**src/include/screen_macros.svh**
```systemverilog
`ifndef SCREEN_MACROS_SVH
`define SCREEN_MACROS_SVH

// screen and sprite geometry
`define SCREEN_W      160
`define SCREEN_H      120
`define PLAYER_SIZE   9
`define BARREL_SIZE   5

// coordinate and colour widths
`define XW            8
`define YW            7
`define COLOR_W       3

// solid fill colours
`define COL_START     1
`define COL_GAME      2
`define COL_LOSE      4
`define COL_WIN       6

// player must reach this column at or above this row
`define WIN_X         115
`define WIN_Y_MAX     5

`define PIX_CREDITS   8
`define CREDIT_W      4 // holds 0..PIX_CREDITS

`endif

```
**src/design/spriteRom.mem**
```
36DB6DB
36DB6DB
5B6DB6D
5B6DB6D
7FFFFFF
5B6DB6D
5B6DB6D
36DB6DB
36DB6DB
4924
7FFF
4924
7FFF
4924

```
**src/design/screen_pkg.sv**
```systemverilog
`default_nettype none

`include "screen_macros.svh"

package screen_pkg;

	typedef enum logic [1:0] {
		fillJob   = 2'd0,
		playerJob = 2'd1,
		barrelJob = 2'd2
	} jobKind_e;

	// screen fill, colour in the top bits
	typedef struct packed {
		logic [`COLOR_W-1:0]             color;
		logic [`XW+`YW-`COLOR_W-1:0]     pad;
	} fillArgs_t;

	// sprite origin, top left corner
	typedef struct packed {
		logic [`XW-1:0] x;
		logic [`YW-1:0] y;
	} spriteArgs_t;

	typedef union packed {
		fillArgs_t   fill;
		spriteArgs_t sprite;
	} drawArgs_u;

	typedef struct packed {
		jobKind_e  kind;
		drawArgs_u args;
	} drawJob_t;

endpackage

`default_nettype wire

```
**src/design/gameSequencer.sv**
```systemverilog
`timescale 1ns/1ps
`default_nettype none

`include "screen_macros.svh"

module gameSequencer (
	input wire clk,
	input wire resetn,
	input wire startGame,
	input wire advance,
	input wire moveStrobe,
	input wire gameOver,
	input wire [`XW-1:0] playerX,
	input wire [`YW-1:0] playerY,
	input wire [`XW-1:0] barrelX,
	input wire [`YW-1:0] barrelY,
	input wire jobReady,
	input wire jobDone,
	output logic jobValid,
	output screen_pkg::drawJob_t job,
	output logic frameDone
);
	import screen_pkg::*;

	typedef enum logic [3:0] {
		sIdle, sStart, sWaitAdv, sAdvance, sWaitMove, sMove, sLose, sWin, sDone
	} seqState_e;

	seqState_e state;
	logic [1:0] jobIdx;
	logic [1:0] lastIdx;
	logic [`XW-1:0] plX;
	logic [`XW-1:0] brX;
	logic [`YW-1:0] plY;
	logic [`YW-1:0] brY;
	logic capture;
	logic won;

	assign capture = (state == sWaitAdv && advance) || (state == sWaitMove && moveStrobe);
	assign won = (plX == `XW'(`WIN_X)) && (plY <= `YW'(`WIN_Y_MAX));

	// jobs per frame: fill, then player, then barrel
	always_comb begin
		case (state)
			sAdvance: lastIdx = 2'd1;
			sMove:    lastIdx = 2'd2;
			default:  lastIdx = 2'd0;
		endcase
	end

	always_comb begin
		job.kind = fillJob;
		job.args.fill.color = `COLOR_W'(`COL_GAME);
		job.args.fill.pad = '0;
		case (state)
			sStart: job.args.fill.color = `COLOR_W'(`COL_START);
			sLose:  job.args.fill.color = `COLOR_W'(`COL_LOSE);
			sWin:   job.args.fill.color = `COLOR_W'(`COL_WIN);
			default: begin
				if (jobIdx == 2'd1) begin
					job.kind = playerJob;
					job.args.sprite.x = plX;
					job.args.sprite.y = plY;
				end else if (jobIdx == 2'd2) begin
					job.kind = barrelJob;
					job.args.sprite.x = brX;
					job.args.sprite.y = brY;
				end
			end
		endcase
	end

	always_ff @(posedge clk) begin
		if (capture) begin
			plX <= playerX;
			plY <= playerY;
			brX <= barrelX;
			brY <= barrelY;
		end
	end

	always_ff @(posedge clk) begin
		if (!resetn) begin
			state <= sIdle;
			jobIdx <= 2'd0;
			jobValid <= 1'b0;
			frameDone <= 1'b0;
		end else begin
			frameDone <= 1'b0;
			if (jobValid && jobReady)
				jobValid <= 1'b0; // accepted, now wait for jobDone
			case (state)
				sIdle: if (startGame) begin
					state <= sStart;
					jobIdx <= 2'd0;
					jobValid <= 1'b1;
				end
				sWaitAdv: if (advance) begin
					state <= sAdvance;
					jobIdx <= 2'd0;
					jobValid <= 1'b1;
				end
				sWaitMove: if (moveStrobe) begin
					state <= sMove;
					jobIdx <= 2'd0;
					jobValid <= 1'b1;
				end
				sDone: ; // stays here until reset
				default: if (jobDone) begin
					if (jobIdx == lastIdx) begin
						frameDone <= 1'b1;
						jobIdx <= 2'd0;
						case (state)
							sStart:   state <= sWaitAdv;
							sAdvance: state <= sWaitMove;
							sMove: begin
								// lose wins over the position test
								if (gameOver) begin
									state <= sLose;
									jobValid <= 1'b1;
								end else if (won) begin
									state <= sWin;
									jobValid <= 1'b1;
								end else begin
									state <= sWaitMove;
								end
							end
							default:  state <= sDone;
						endcase
					end else begin
						jobIdx <= jobIdx + 2'd1;
						jobValid <= 1'b1;
					end
				end
			endcase
		end
	end

endmodule

`default_nettype wire

```
**src/design/rasterWalker.sv**
```systemverilog
`timescale 1ns/1ps
`default_nettype none

`include "screen_macros.svh"

module rasterWalker (
	input wire clk,
	input wire resetn,
	input wire jobValid,
	input wire screen_pkg::drawJob_t job,
	input wire creditReturn,
	output logic jobReady,
	output logic jobDone,
	output logic stepValid,
	output logic [`XW-1:0] stepX,
	output logic [`YW-1:0] stepY,
	output screen_pkg::jobKind_e stepKind,
	output screen_pkg::drawArgs_u stepArgs
);
	import screen_pkg::*;

	logic busy;
	jobKind_e kindQ;
	drawArgs_u argsQ;
	logic [`XW-1:0] offX;
	logic [`XW-1:0] lastX;
	logic [`YW-1:0] offY;
	logic [`YW-1:0] lastY;
	logic [`CREDIT_W-1:0] credits;
	logic fire;
	logic rowEnd;

	// rectangle size from the job kind
	always_comb begin
		case (kindQ)
			playerJob: begin
				lastX = `XW'(`PLAYER_SIZE - 1);
				lastY = `YW'(`PLAYER_SIZE - 1);
			end
			barrelJob: begin
				lastX = `XW'(`BARREL_SIZE - 1);
				lastY = `YW'(`BARREL_SIZE - 1);
			end
			default: begin
				lastX = `XW'(`SCREEN_W - 1);
				lastY = `YW'(`SCREEN_H - 1);
			end
		endcase
	end

	assign jobReady = !busy;
	assign fire = busy && (credits != '0); // no credit, no step
	assign rowEnd = (offX == lastX);
	assign jobDone = fire && rowEnd && (offY == lastY);

	assign stepValid = fire;
	assign stepX = offX;
	assign stepY = offY;
	assign stepKind = kindQ;
	assign stepArgs = argsQ;

	always_ff @(posedge clk) begin
		if (jobValid && jobReady) begin
			kindQ <= job.kind;
			argsQ <= job.args;
		end
	end

	always_ff @(posedge clk) begin
		if (!resetn) begin
			busy <= 1'b0;
			offX <= '0;
			offY <= '0;
		end else if (jobValid && jobReady) begin
			busy <= 1'b1;
			offX <= '0;
			offY <= '0;
		end else if (fire) begin
			if (rowEnd) begin
				offX <= '0;
				if (offY == lastY)
					busy <= 1'b0;
				else
					offY <= offY + 1'b1;
			end else begin
				offX <= offX + 1'b1;
			end
		end
	end

	always_ff @(posedge clk) begin
		if (!resetn)
			credits <= `CREDIT_W'(`PIX_CREDITS);
		else begin
			case ({creditReturn, fire})
				2'b10: credits <= credits + 1'b1;
				2'b01: credits <= credits - 1'b1;
				default: ; // both or neither cancel out
			endcase
		end
	end

endmodule

`default_nettype wire

```
**src/design/pixelComposer.sv**
```systemverilog
`timescale 1ns/1ps
`default_nettype none

`include "screen_macros.svh"

module pixelComposer (
	input wire clk,
	input wire resetn,
	input wire stepValid,
	input wire [`XW-1:0] stepX,
	input wire [`YW-1:0] stepY,
	input wire screen_pkg::jobKind_e stepKind,
	input wire screen_pkg::drawArgs_u stepArgs,
	output logic pixValid,
	output logic [`XW-1:0] pixX,
	output logic [`YW-1:0] pixY,
	output logic [`COLOR_W-1:0] pixColor
);
	import screen_pkg::*;

	localparam int RowW = `PLAYER_SIZE * `COLOR_W;
	localparam int RomDepth = `PLAYER_SIZE + `BARREL_SIZE;

	// one word per sprite row, column c at bits [c*COLOR_W +: COLOR_W]
	// player rows 0..8, barrel rows 9..13
	logic [RowW-1:0] rom [0:RomDepth-1];

	logic [3:0] romRow;
	logic [RowW-1:0] rowBits;
	logic [`COLOR_W-1:0] spriteColor;
	logic [`XW-1:0] nextX;
	logic [`YW-1:0] nextY;
	logic [`COLOR_W-1:0] nextColor;

	initial begin
		$readmemh("/design/src/design/spriteRom.mem", rom);
	end

	assign romRow = (stepKind == barrelJob) ? 4'(`PLAYER_SIZE) + stepY[3:0] : stepY[3:0];
	assign rowBits = rom[romRow] >> (`COLOR_W * stepX[3:0]);
	assign spriteColor = rowBits[`COLOR_W-1:0];

	always_comb begin
		if (stepKind == fillJob) begin
			nextX = stepX;
			nextY = stepY;
			nextColor = stepArgs.fill.color;
		end else begin
			nextX = stepArgs.sprite.x + stepX; // wraps at the coordinate width
			nextY = stepArgs.sprite.y + stepY;
			nextColor = spriteColor;
		end
	end

	always_ff @(posedge clk) begin
		if (!resetn)
			pixValid <= 1'b0;
		else
			pixValid <= stepValid;
	end

	always_ff @(posedge clk) begin
		pixX <= nextX;
		pixY <= nextY;
		pixColor <= nextColor;
	end

endmodule

`default_nettype wire

```
**src/design/screenDrawTop.sv**
```systemverilog
`timescale 1ns/1ps
`default_nettype none

`include "screen_macros.svh"

module screenDrawTop (
	input wire clk,
	input wire resetn,
	input wire startGame,
	input wire advance,
	input wire moveStrobe,
	input wire gameOver,
	input wire [`XW-1:0] playerX,
	input wire [`YW-1:0] playerY,
	input wire [`XW-1:0] barrelX,
	input wire [`YW-1:0] barrelY,
	input wire creditReturn,
	output logic pixValid,
	output logic [`XW-1:0] pixX,
	output logic [`YW-1:0] pixY,
	output logic [`COLOR_W-1:0] pixColor,
	output logic frameDone
);
	import screen_pkg::*;

	logic jobValid;
	logic jobReady;
	logic jobDone;
	drawJob_t job;
	logic stepValid;
	logic [`XW-1:0] stepX;
	logic [`YW-1:0] stepY;
	jobKind_e stepKind;
	drawArgs_u stepArgs;

	gameSequencer decode (
		.clk(clk), .resetn(resetn),
		.startGame(startGame), .advance(advance), .moveStrobe(moveStrobe),
		.gameOver(gameOver),
		.playerX(playerX), .playerY(playerY), .barrelX(barrelX), .barrelY(barrelY),
		.jobReady(jobReady), .jobDone(jobDone),
		.jobValid(jobValid), .job(job), .frameDone(frameDone)
	);

	rasterWalker execute (
		.clk(clk), .resetn(resetn),
		.jobValid(jobValid), .job(job), .creditReturn(creditReturn),
		.jobReady(jobReady), .jobDone(jobDone),
		.stepValid(stepValid), .stepX(stepX), .stepY(stepY),
		.stepKind(stepKind), .stepArgs(stepArgs)
	);

	pixelComposer result (
		.clk(clk), .resetn(resetn),
		.stepValid(stepValid), .stepX(stepX), .stepY(stepY),
		.stepKind(stepKind), .stepArgs(stepArgs),
		.pixValid(pixValid), .pixX(pixX), .pixY(pixY), .pixColor(pixColor)
	);

endmodule

`default_nettype wire

```
**config.mk**
```make
export PLATFORM = sky130hd
export DESIGN_NAME = screenDrawTop
export DESIGN_NICKNAME = d
export VERILOG_FILES = /design/src/design/screen_pkg.sv /design/src/design/gameSequencer.sv /design/src/design/rasterWalker.sv /design/src/design/pixelComposer.sv /design/src/design/screenDrawTop.sv
export VERILOG_INCLUDE_DIRS = /design/src /design/src/include
export SDC_FILE = /design/constraint.sdc
export NUM_CORES = 1
export LEC_CHECK = 0
export CAP_MARGIN = 20
export CELL_PAD_IN_SITES_DETAIL_PLACEMENT = 1
export CELL_PAD_IN_SITES_GLOBAL_PLACEMENT = 1
export CORE_ASPECT_RATIO = 1.5
export CORE_MARGIN = 3
export CORE_UTILIZATION = 50
export DETAILED_ROUTE_END_ITERATION = 10
export DONT_BUFFER_PORTS = 1
export PLACE_DENSITY = 0.81
export SLEW_MARGIN = 15
export SYNTH_ARGS = -nofsm -noshare
export SYNTH_HDL_FRONTEND = slang
export SYNTH_SLANG_ARGS = --single-unit
```
**constraint.sdc**
```tcl
create_clock -name clk -period 4 [get_ports clk]
set_clock_uncertainty 0.2 [all_clocks]
set_input_delay 0.6 -clock clk [delete_from_list [all_inputs] [get_ports clk]]
set_output_delay 0.6 -clock clk [all_outputs]
set_load 0.005 [all_outputs]
```
# ---- Yosys cells after proc, flatten, opt, wreduce, memory -nomap -nowiden
# Index checks and enable logic that the tools add are counted.
dict set report word_totals {
  regBits 94
  out_inout_bits 20
  elab_cells 122
}
dict set report op_classes {
  n_addsub 7
  n_lt_le_gt_ge 1
  n_bitwise 4
  mux 41
  mul 1
  shifts 1
  reduce_logical 26
  n_eq_ne 21
}
# op n
set op_table {}
lappend op_table {{$shr A27 B6 Y3 const A} 1}
lappend op_table {{$mux W4} 6}
lappend op_table {{$mux W17} 1}
lappend op_table {{$eq A4 B3 Y1 const B} 4}
lappend op_table {{$mux W16} 1}
lappend op_table {{$mux W8} 2}
lappend op_table {{$pmux W4 S4} 1}
lappend op_table {{$pmux W8 S2} 1}
lappend op_table {{$mux W1} 14}
lappend op_table {{$pmux W7 S2} 1}
lappend op_table {{$mux W2} 6}
lappend op_table {{$pmux W4 S3} 1}
lappend op_table {{$reduce_bool A4 Y1} 3}
lappend op_table {{$pmux W3 S3} 1}
lappend op_table {{$add A8 B1 Y8 const B} 1}
lappend op_table {{$add A8 B8 Y8} 1}
lappend op_table {{$eq A4 B2 Y1 const B} 2}
lappend op_table {{$eq A8 B7 Y1 const B} 1}
lappend op_table {{$eq A8 B8 Y1} 1}
lappend op_table {{$pmux W2 S4} 1}
lappend op_table {{$pmux W4 S2} 1}
lappend op_table {{$reduce_bool A2 Y1} 4}
lappend op_table {{$add A7 B1 Y7 const B} 1}
lappend op_table {{$add A7 B7 Y7} 1}
lappend op_table {{29 further kinds} 45}

# ---- Logic depth before layout (Yosys ltp)
dict set report depth {
  depth_word 9
  ltp_mapped 9
}

# ---- Modules after synthesis
# Synthesis repeated with hierarchy kept, for this count alone.
dict set report unflattened {
  cells_unflattened 427
  area_unflattened_um2 4658.2
}
# module n_inst seq_area_each_um2 cells_per_inst area_per_inst_um2
set modules_own_cells {}
lappend modules_own_cells {gameSequencer 1 1061.0 153 1853.0}
lappend modules_own_cells {rasterWalker 1 910.9 146 1642.8}
lappend modules_own_cells {pixelComposer 1 380.4 128 1162.4}

# ---- Worst setup path before layout
# Ideal clock, no wire load.
dict set report synth_path {
  path_kind {input port to flip-flop}
  start {input moveStrobe}
  end {register decode.brX[0] (enable)}
  t_arrival_ns 2.854
  setup_time_ns 0.455
  required_time_ns 3.345
  n_path_buf 0
  cell_stages 3
  path_slack_ns 0.492
  cell_sequence {and3_1 a31oi_1 nor3_1}
}
dict set report synth_via {
  elab_chain_cells 2
}
# item line
set synth_rtl {}
lappend synth_rtl {{start: declaration} screenDrawTop.sv:11} ;# input wire moveStrobe,
lappend synth_rtl {{$logic_and A1 B1 Y1} gameSequencer.sv:39} ;# assign capture = (state == sWaitAdv && advance) || (state == sWaitMove && moveStrobe);
lappend synth_rtl {{$logic_or A1 B1 Y1} gameSequencer.sv:39}
lappend synth_rtl {{via decode.capture} gameSequencer.sv:36} ;# logic capture;
lappend synth_rtl {{end signal: assignment} gameSequencer.sv:77} ;# brX <= barrelX;
lappend synth_rtl {{end: declaration} gameSequencer.sv:33} ;# logic [`XW-1:0] brX;
# The timed path passes the listed nets, and every way through them passes these cells.
# A chain may end at the register's enable or synchronous reset.

# ---- Worst setup path after layout
dict set report layout_path {
  start {register execute.credits[0]}
  end {register execute.credits[3]}
}
dict set report layout_via {
  elab_chain_cells 4
  elab_cells_between_ends 8
}
# item line
set layout_rtl {}
lappend layout_rtl {{start: declaration} rasterWalker.sv:29} ;# logic [`CREDIT_W-1:0] credits;
lappend layout_rtl {{start signal: assignment} rasterWalker.sv:93} ;# credits <= `CREDIT_W'(`PIX_CREDITS);
lappend layout_rtl {{start signal: assignment} rasterWalker.sv:96} ;# 2'b10: credits <= credits + 1'b1;
lappend layout_rtl {{start signal: assignment} rasterWalker.sv:97} ;# 2'b01: credits <= credits - 1'b1;
lappend layout_rtl {{branches (longest 4 deep; another with $sub A4 B1 Y4)} --}
# Parallel ways; which one is timed is not known.

==> flow_summary.rst <==
.. list-table::
   :header-rows: 1

   * - Metric
     - Value
   * - First-pass iteration count of the detailed router
     - 4
   * - Total GRT Usage
     - 20.0%
   * - GRT Residual Overflow
     - 0
   * - CTS clk-pin slew, worst paths
     - 0.07 ns
   * - Minimum clock period after layout
     - 2.67 ns
   * - Vias after detailed routing
     - 3190
   * - Max-cap viol count
     - 0
   * - Count of input and output buffers
     - 0
   * - Clock tree from TritonCTS
     - yes
   * - Launching element type of the critical path
     - flip-flop
   * - Die Y
     - 124 um
   * - Placed wire-length estimate
     - 7.57 mm
   * - Unrepaired setup endpoints after global routing
     - no
   * - Number of cells traversed by the worst register-to-register path
     - 8
   * - Setup bufs post-CTS
     - 0
   * - Largest fanout on the critical path
     - 10
   * - Number of buffers on the longest clock path
     - 2
   * - Ant diodes
     - 0
   * - Number of cells on the critical path
     - 8
   * - Dominant cell type by count on the critical path
     - ha_1
   * - Category of the critical setup timing path
     - reg2reg
   * - Placeable Area
     - 8930 um2
   * - Placement row count
     - 42
   * - DRC violation count after routing
     - 0
   * - Net Count, Synth
     - 479
   * - Delay of the slowest critical-path stage
     - 0.59 ns
   * - Final setup violation count
     - 0
   * - Async set-reset flop share out of synthesis
     - 0%
   * - Post-detailed-route count of antenna-violating nets
     - 0
   * - Number of flops mapped to enable cells by yosys
     - 47
   * - Insertion delay of the later-clocked pin in the worst-skew pair
     - 0.35 ns
   * - Post-layout nets
     - 479
   * - Actual transition at the worst max-transition pin
     - 1.01 ns
   * - Setup slack of the most critical reg-to-reg path
     - 1.33 ns
   * - Power per Cell Area
     - 528 nW/um2
   * - Global-route wire length before repair
     - 16.2 mm
   * - Max Slew Vio Count
     - 0
   * - Horizontal extent of the die
     - 84.5 um
   * - Required time at the endpoint of the critical path
     - 4.09 ns
   * - Number of vias per cell
     - 6.01
   * - Vias in the first global route
     - 3369
   * - Run status
     - complete, no violations
   * - Slew HR
     - 32.9%
   * - Commonest register cell after synthesis
     - edfxtp_1
   * - Starting Density
     - 51.7%
   * - Leakage power total
     - 1.84 nW
   * - Clock buffers created by TritonCTS
     - 9
   * - Largest net degree at the start of global routing
     - 38
   * - Initial antenna violation count
     - 0
   * - Max Clock Freq
     - 374 MHz
   * - Number of top-level pins
     - 57
   * - Worst Path Buf+Inv
     - 0
   * - Global placer's final weighted congestion
     - 0.837
   * - Synth-to-layout area growth
     - 7.64%
   * - Worst min-delay path category
     - in2reg
   * - Number of hold-repair buffers added at the cts stage
     - 0
   * - Share of final-layout standard cells stronger than drive strength 1
     - 9.03%
   * - Setup TNS
     - 0 ns
   * - Reg-to-reg critical path endpoint
     - execute.credits[3]
   * - Number of inserted filler cells in the final layout
     - 966
   * - Post-cts sizing count
     - 0
   * - Final hold viol count
     - 0
   * - Clock H-tree levels
     - 3
   * - Post-synthesis sequential element count
     - 94
   * - Critical path origin
     - execute.credits[0]
   * - CP Capture Point
     - execute.credits[3]
   * - Ordered cell list for the critical path
     - o41a_1 > ha_1 > ha_1 > a21o_1 > a21oi_1 > xnor2_1 > or3_1 > nand3_1
   * - Share of the clock period used by the worst path after layout
     - 66.8%
   * - Starting DRT DRC Count
     - 198
   * - Top library cells by usage in the layout, fill and taps aside
     - edfxtp_1, dfxtp_1, inv_1, nor2_1, nand2_1
   * - Worst Hold Launch
     - resetn
   * - Count of different cell masters after synthesis
     - 72
   * - Average wire length per cell after detail routing
     - 18.5 um
   * - Hold Worst Slack
     - 0.138 ns
   * - Floorplan die area
     - 10400 um2
   * - Yosys synthesis warning count
     - 0
   * - Sequential fraction of the synthesis area
     - 50.9%
   * - Critical path capture point type
     - flip-flop
   * - VDD IR max
     - 0.000295 V
   * - Post-Syn Instances
     - 416
   * - Root buffer cell
     - clkbuf_16
   * - Number of clock sinks
     - 94
   * - Area of the mapped netlist
     - 4620 um2
   * - Arrival time at the worst endpoint
     - 2.77 ns
   * - Largest delay share family, worst path
     - compound AO/OA/AOI/OAI gates
   * - Critical-path cell with the highest stage delay
     - o41a_1
   * - Detailed-route wire length
     - 9.82 mm
   * - Avg Inst Size Synth
     - 11.1 um2
   * - Startpoint of the worst register-to-register path
     - execute.credits[0]
==> cells by family (layout without fill, tap and decap cells) <==
logic type	after synthesis	count (layout)	synth area share, %
compound gates	95	95	15.0
xor+xnor	20	20	3.79
fa+ha+maj	26	26	7.53
buf+inv	42	47	4.17
flops	94	94	50.9
mux	10	10	2.25
simple gates	129	129	16.3
==> power breakdown <==
group	internal, mW	total (mW)	switching, mW
clock	0.427	0.796	0.369
combinational	0.209	0.520	0.311
sequential	1.19	1.31	0.121
==> worst register-to-register path, cell delays in order, from the launching register on <==
cell     delay [ns]
dfxtp_1        0.37
o41a_1         0.59
ha_1           0.30
ha_1           0.30
a21o_1         0.19
a21oi_1        0.17
xnor2_1        0.10
or3_1          0.32
nand3_1        0.09
==> synthesized netlist by cell type (3+ instances only) <==
| master | instances | share of area (%) |
|---|---|---|
| mux2i_1 | 7 | 1.5 |
| clkbuf_1 | 4 | 0.33 |
| inv_1 | 28 | 2.3 |
| nor3b_1 | 6 | 0.98 |
| a22o_1 | 12 | 2.3 |
| a21oi_1 | 18 | 2.0 |
| or3_1 | 3 | 0.41 |
| fa_1 | 3 | 1.3 |
| dfxtp_1 | 47 | 20 |
| nor2b_1 | 3 | 0.41 |
| nor4_1 | 5 | 0.68 |
| nand3_1 | 10 | 1.1 |
| o31ai_1 | 4 | 0.65 |
| ha_1 | 23 | 6.2 |
| o211ai_1 | 5 | 0.81 |
| and2_1 | 9 | 1.2 |
| nand4b_1 | 3 | 0.57 |
| edfxtp_1 | 47 | 31 |
| or2_2 | 3 | 0.41 |
| o21ai_0 | 22 | 2.4 |
| a21o_1 | 6 | 0.98 |
| or4_1 | 3 | 0.49 |
| a221o_1 | 3 | 0.65 |
| mux2_2 | 3 | 0.73 |
| xor2_1 | 11 | 2.1 |
| xnor2_1 | 9 | 1.7 |
| nand2_1 | 24 | 2.0 |
| nor2_1 | 24 | 2.0 |
| buf_4 | 3 | 0.49 |
| and3_1 | 3 | 0.41 |
| nand2b_1 | 4 | 0.54 |
| nor3_1 | 6 | 0.65 |
| nand4_1 | 5 | 0.68 |
==> routing by layer <==
| layer | share of wire, % | up-vias | wire (um) | global-route usage [%] |
|---|---|---|---|---|
| met5 | 0 | - | 0 | 0 |
| met1 | 38 | 1547 | 3770 | 20.9 |
| met2 | 55 | 79 | 5410 | 38.3 |
| met4 | 2.7 | 0 | 263 | 8.22 |
| li1 | - | 1539 | - | - |
| met3 | 3.8 | 25 | 376 | 4.57 |
==> how the worst min path moves through the flow <==
stage,cells past startpoint,slack [ns],end
2_1_floorplan,1,0.26,result.pixColor[0]
3_3_place_gp,2,0.30,execute.credits[3]
3_5_place_dp,2,0.33,decode.jobIdx[1]
4_1_cts,1,0.13,execute.credits[3]
5_1_grt,0,0.13,decode.brY[3]
6_report,1,0.14,execute.credits[3]
==> layout make-up <==
cell class	count	area (um2)	share of cell area, %
Clock inverter	6	46.3	0.931
Timing Repair Buffer	3	22.5	0.453
Clock buffer	10	229	4.61
Tap cell	110	138	2.77
Inverter	28	105	2.11
Sequential cell	94	2350	47.3
Multi-Input combinational cell	280	2080	41.8
==> state kept, by name, indices dropped and copies added (netlist names), 2 cells and up <==
| name | count |
|---|---|
| decode.brX | 8 |
| decode.brY | 7 |
| decode.jobIdx | 2 |
| decode.plX | 8 |
| decode.plY | 7 |
| decode.state | 4 |
| execute.credits | 4 |
| execute.stepArgs | 15 |
| execute.stepKind | 2 |
| execute.stepX | 8 |
| execute.stepY | 7 |
| result.pixColor | 3 |
| result.pixX | 8 |
| result.pixY | 7 |
==> metrics by stage <==
step | cells | util (%) | setup WS, ns | power (mW) | cell area, um2
after CTS | 531 | 55.6 | 1.32 | 2.65 | 4970
after global placement | 515 | 52.6 | 1.48 | 1.81 | 4700
final | 531 | 55.6 | 1.33 | 2.62 | 4970
after floorplan | 416 | - | 0.492 | 1.71 | 4620
after global routing | 531 | 55.6 | 1.19 | 2.76 | 4970
after detailed placement | 515 | 52.6 | 1.33 | 1.85 | 4700
Note: power is estimated with default switching activity, not from simulation.
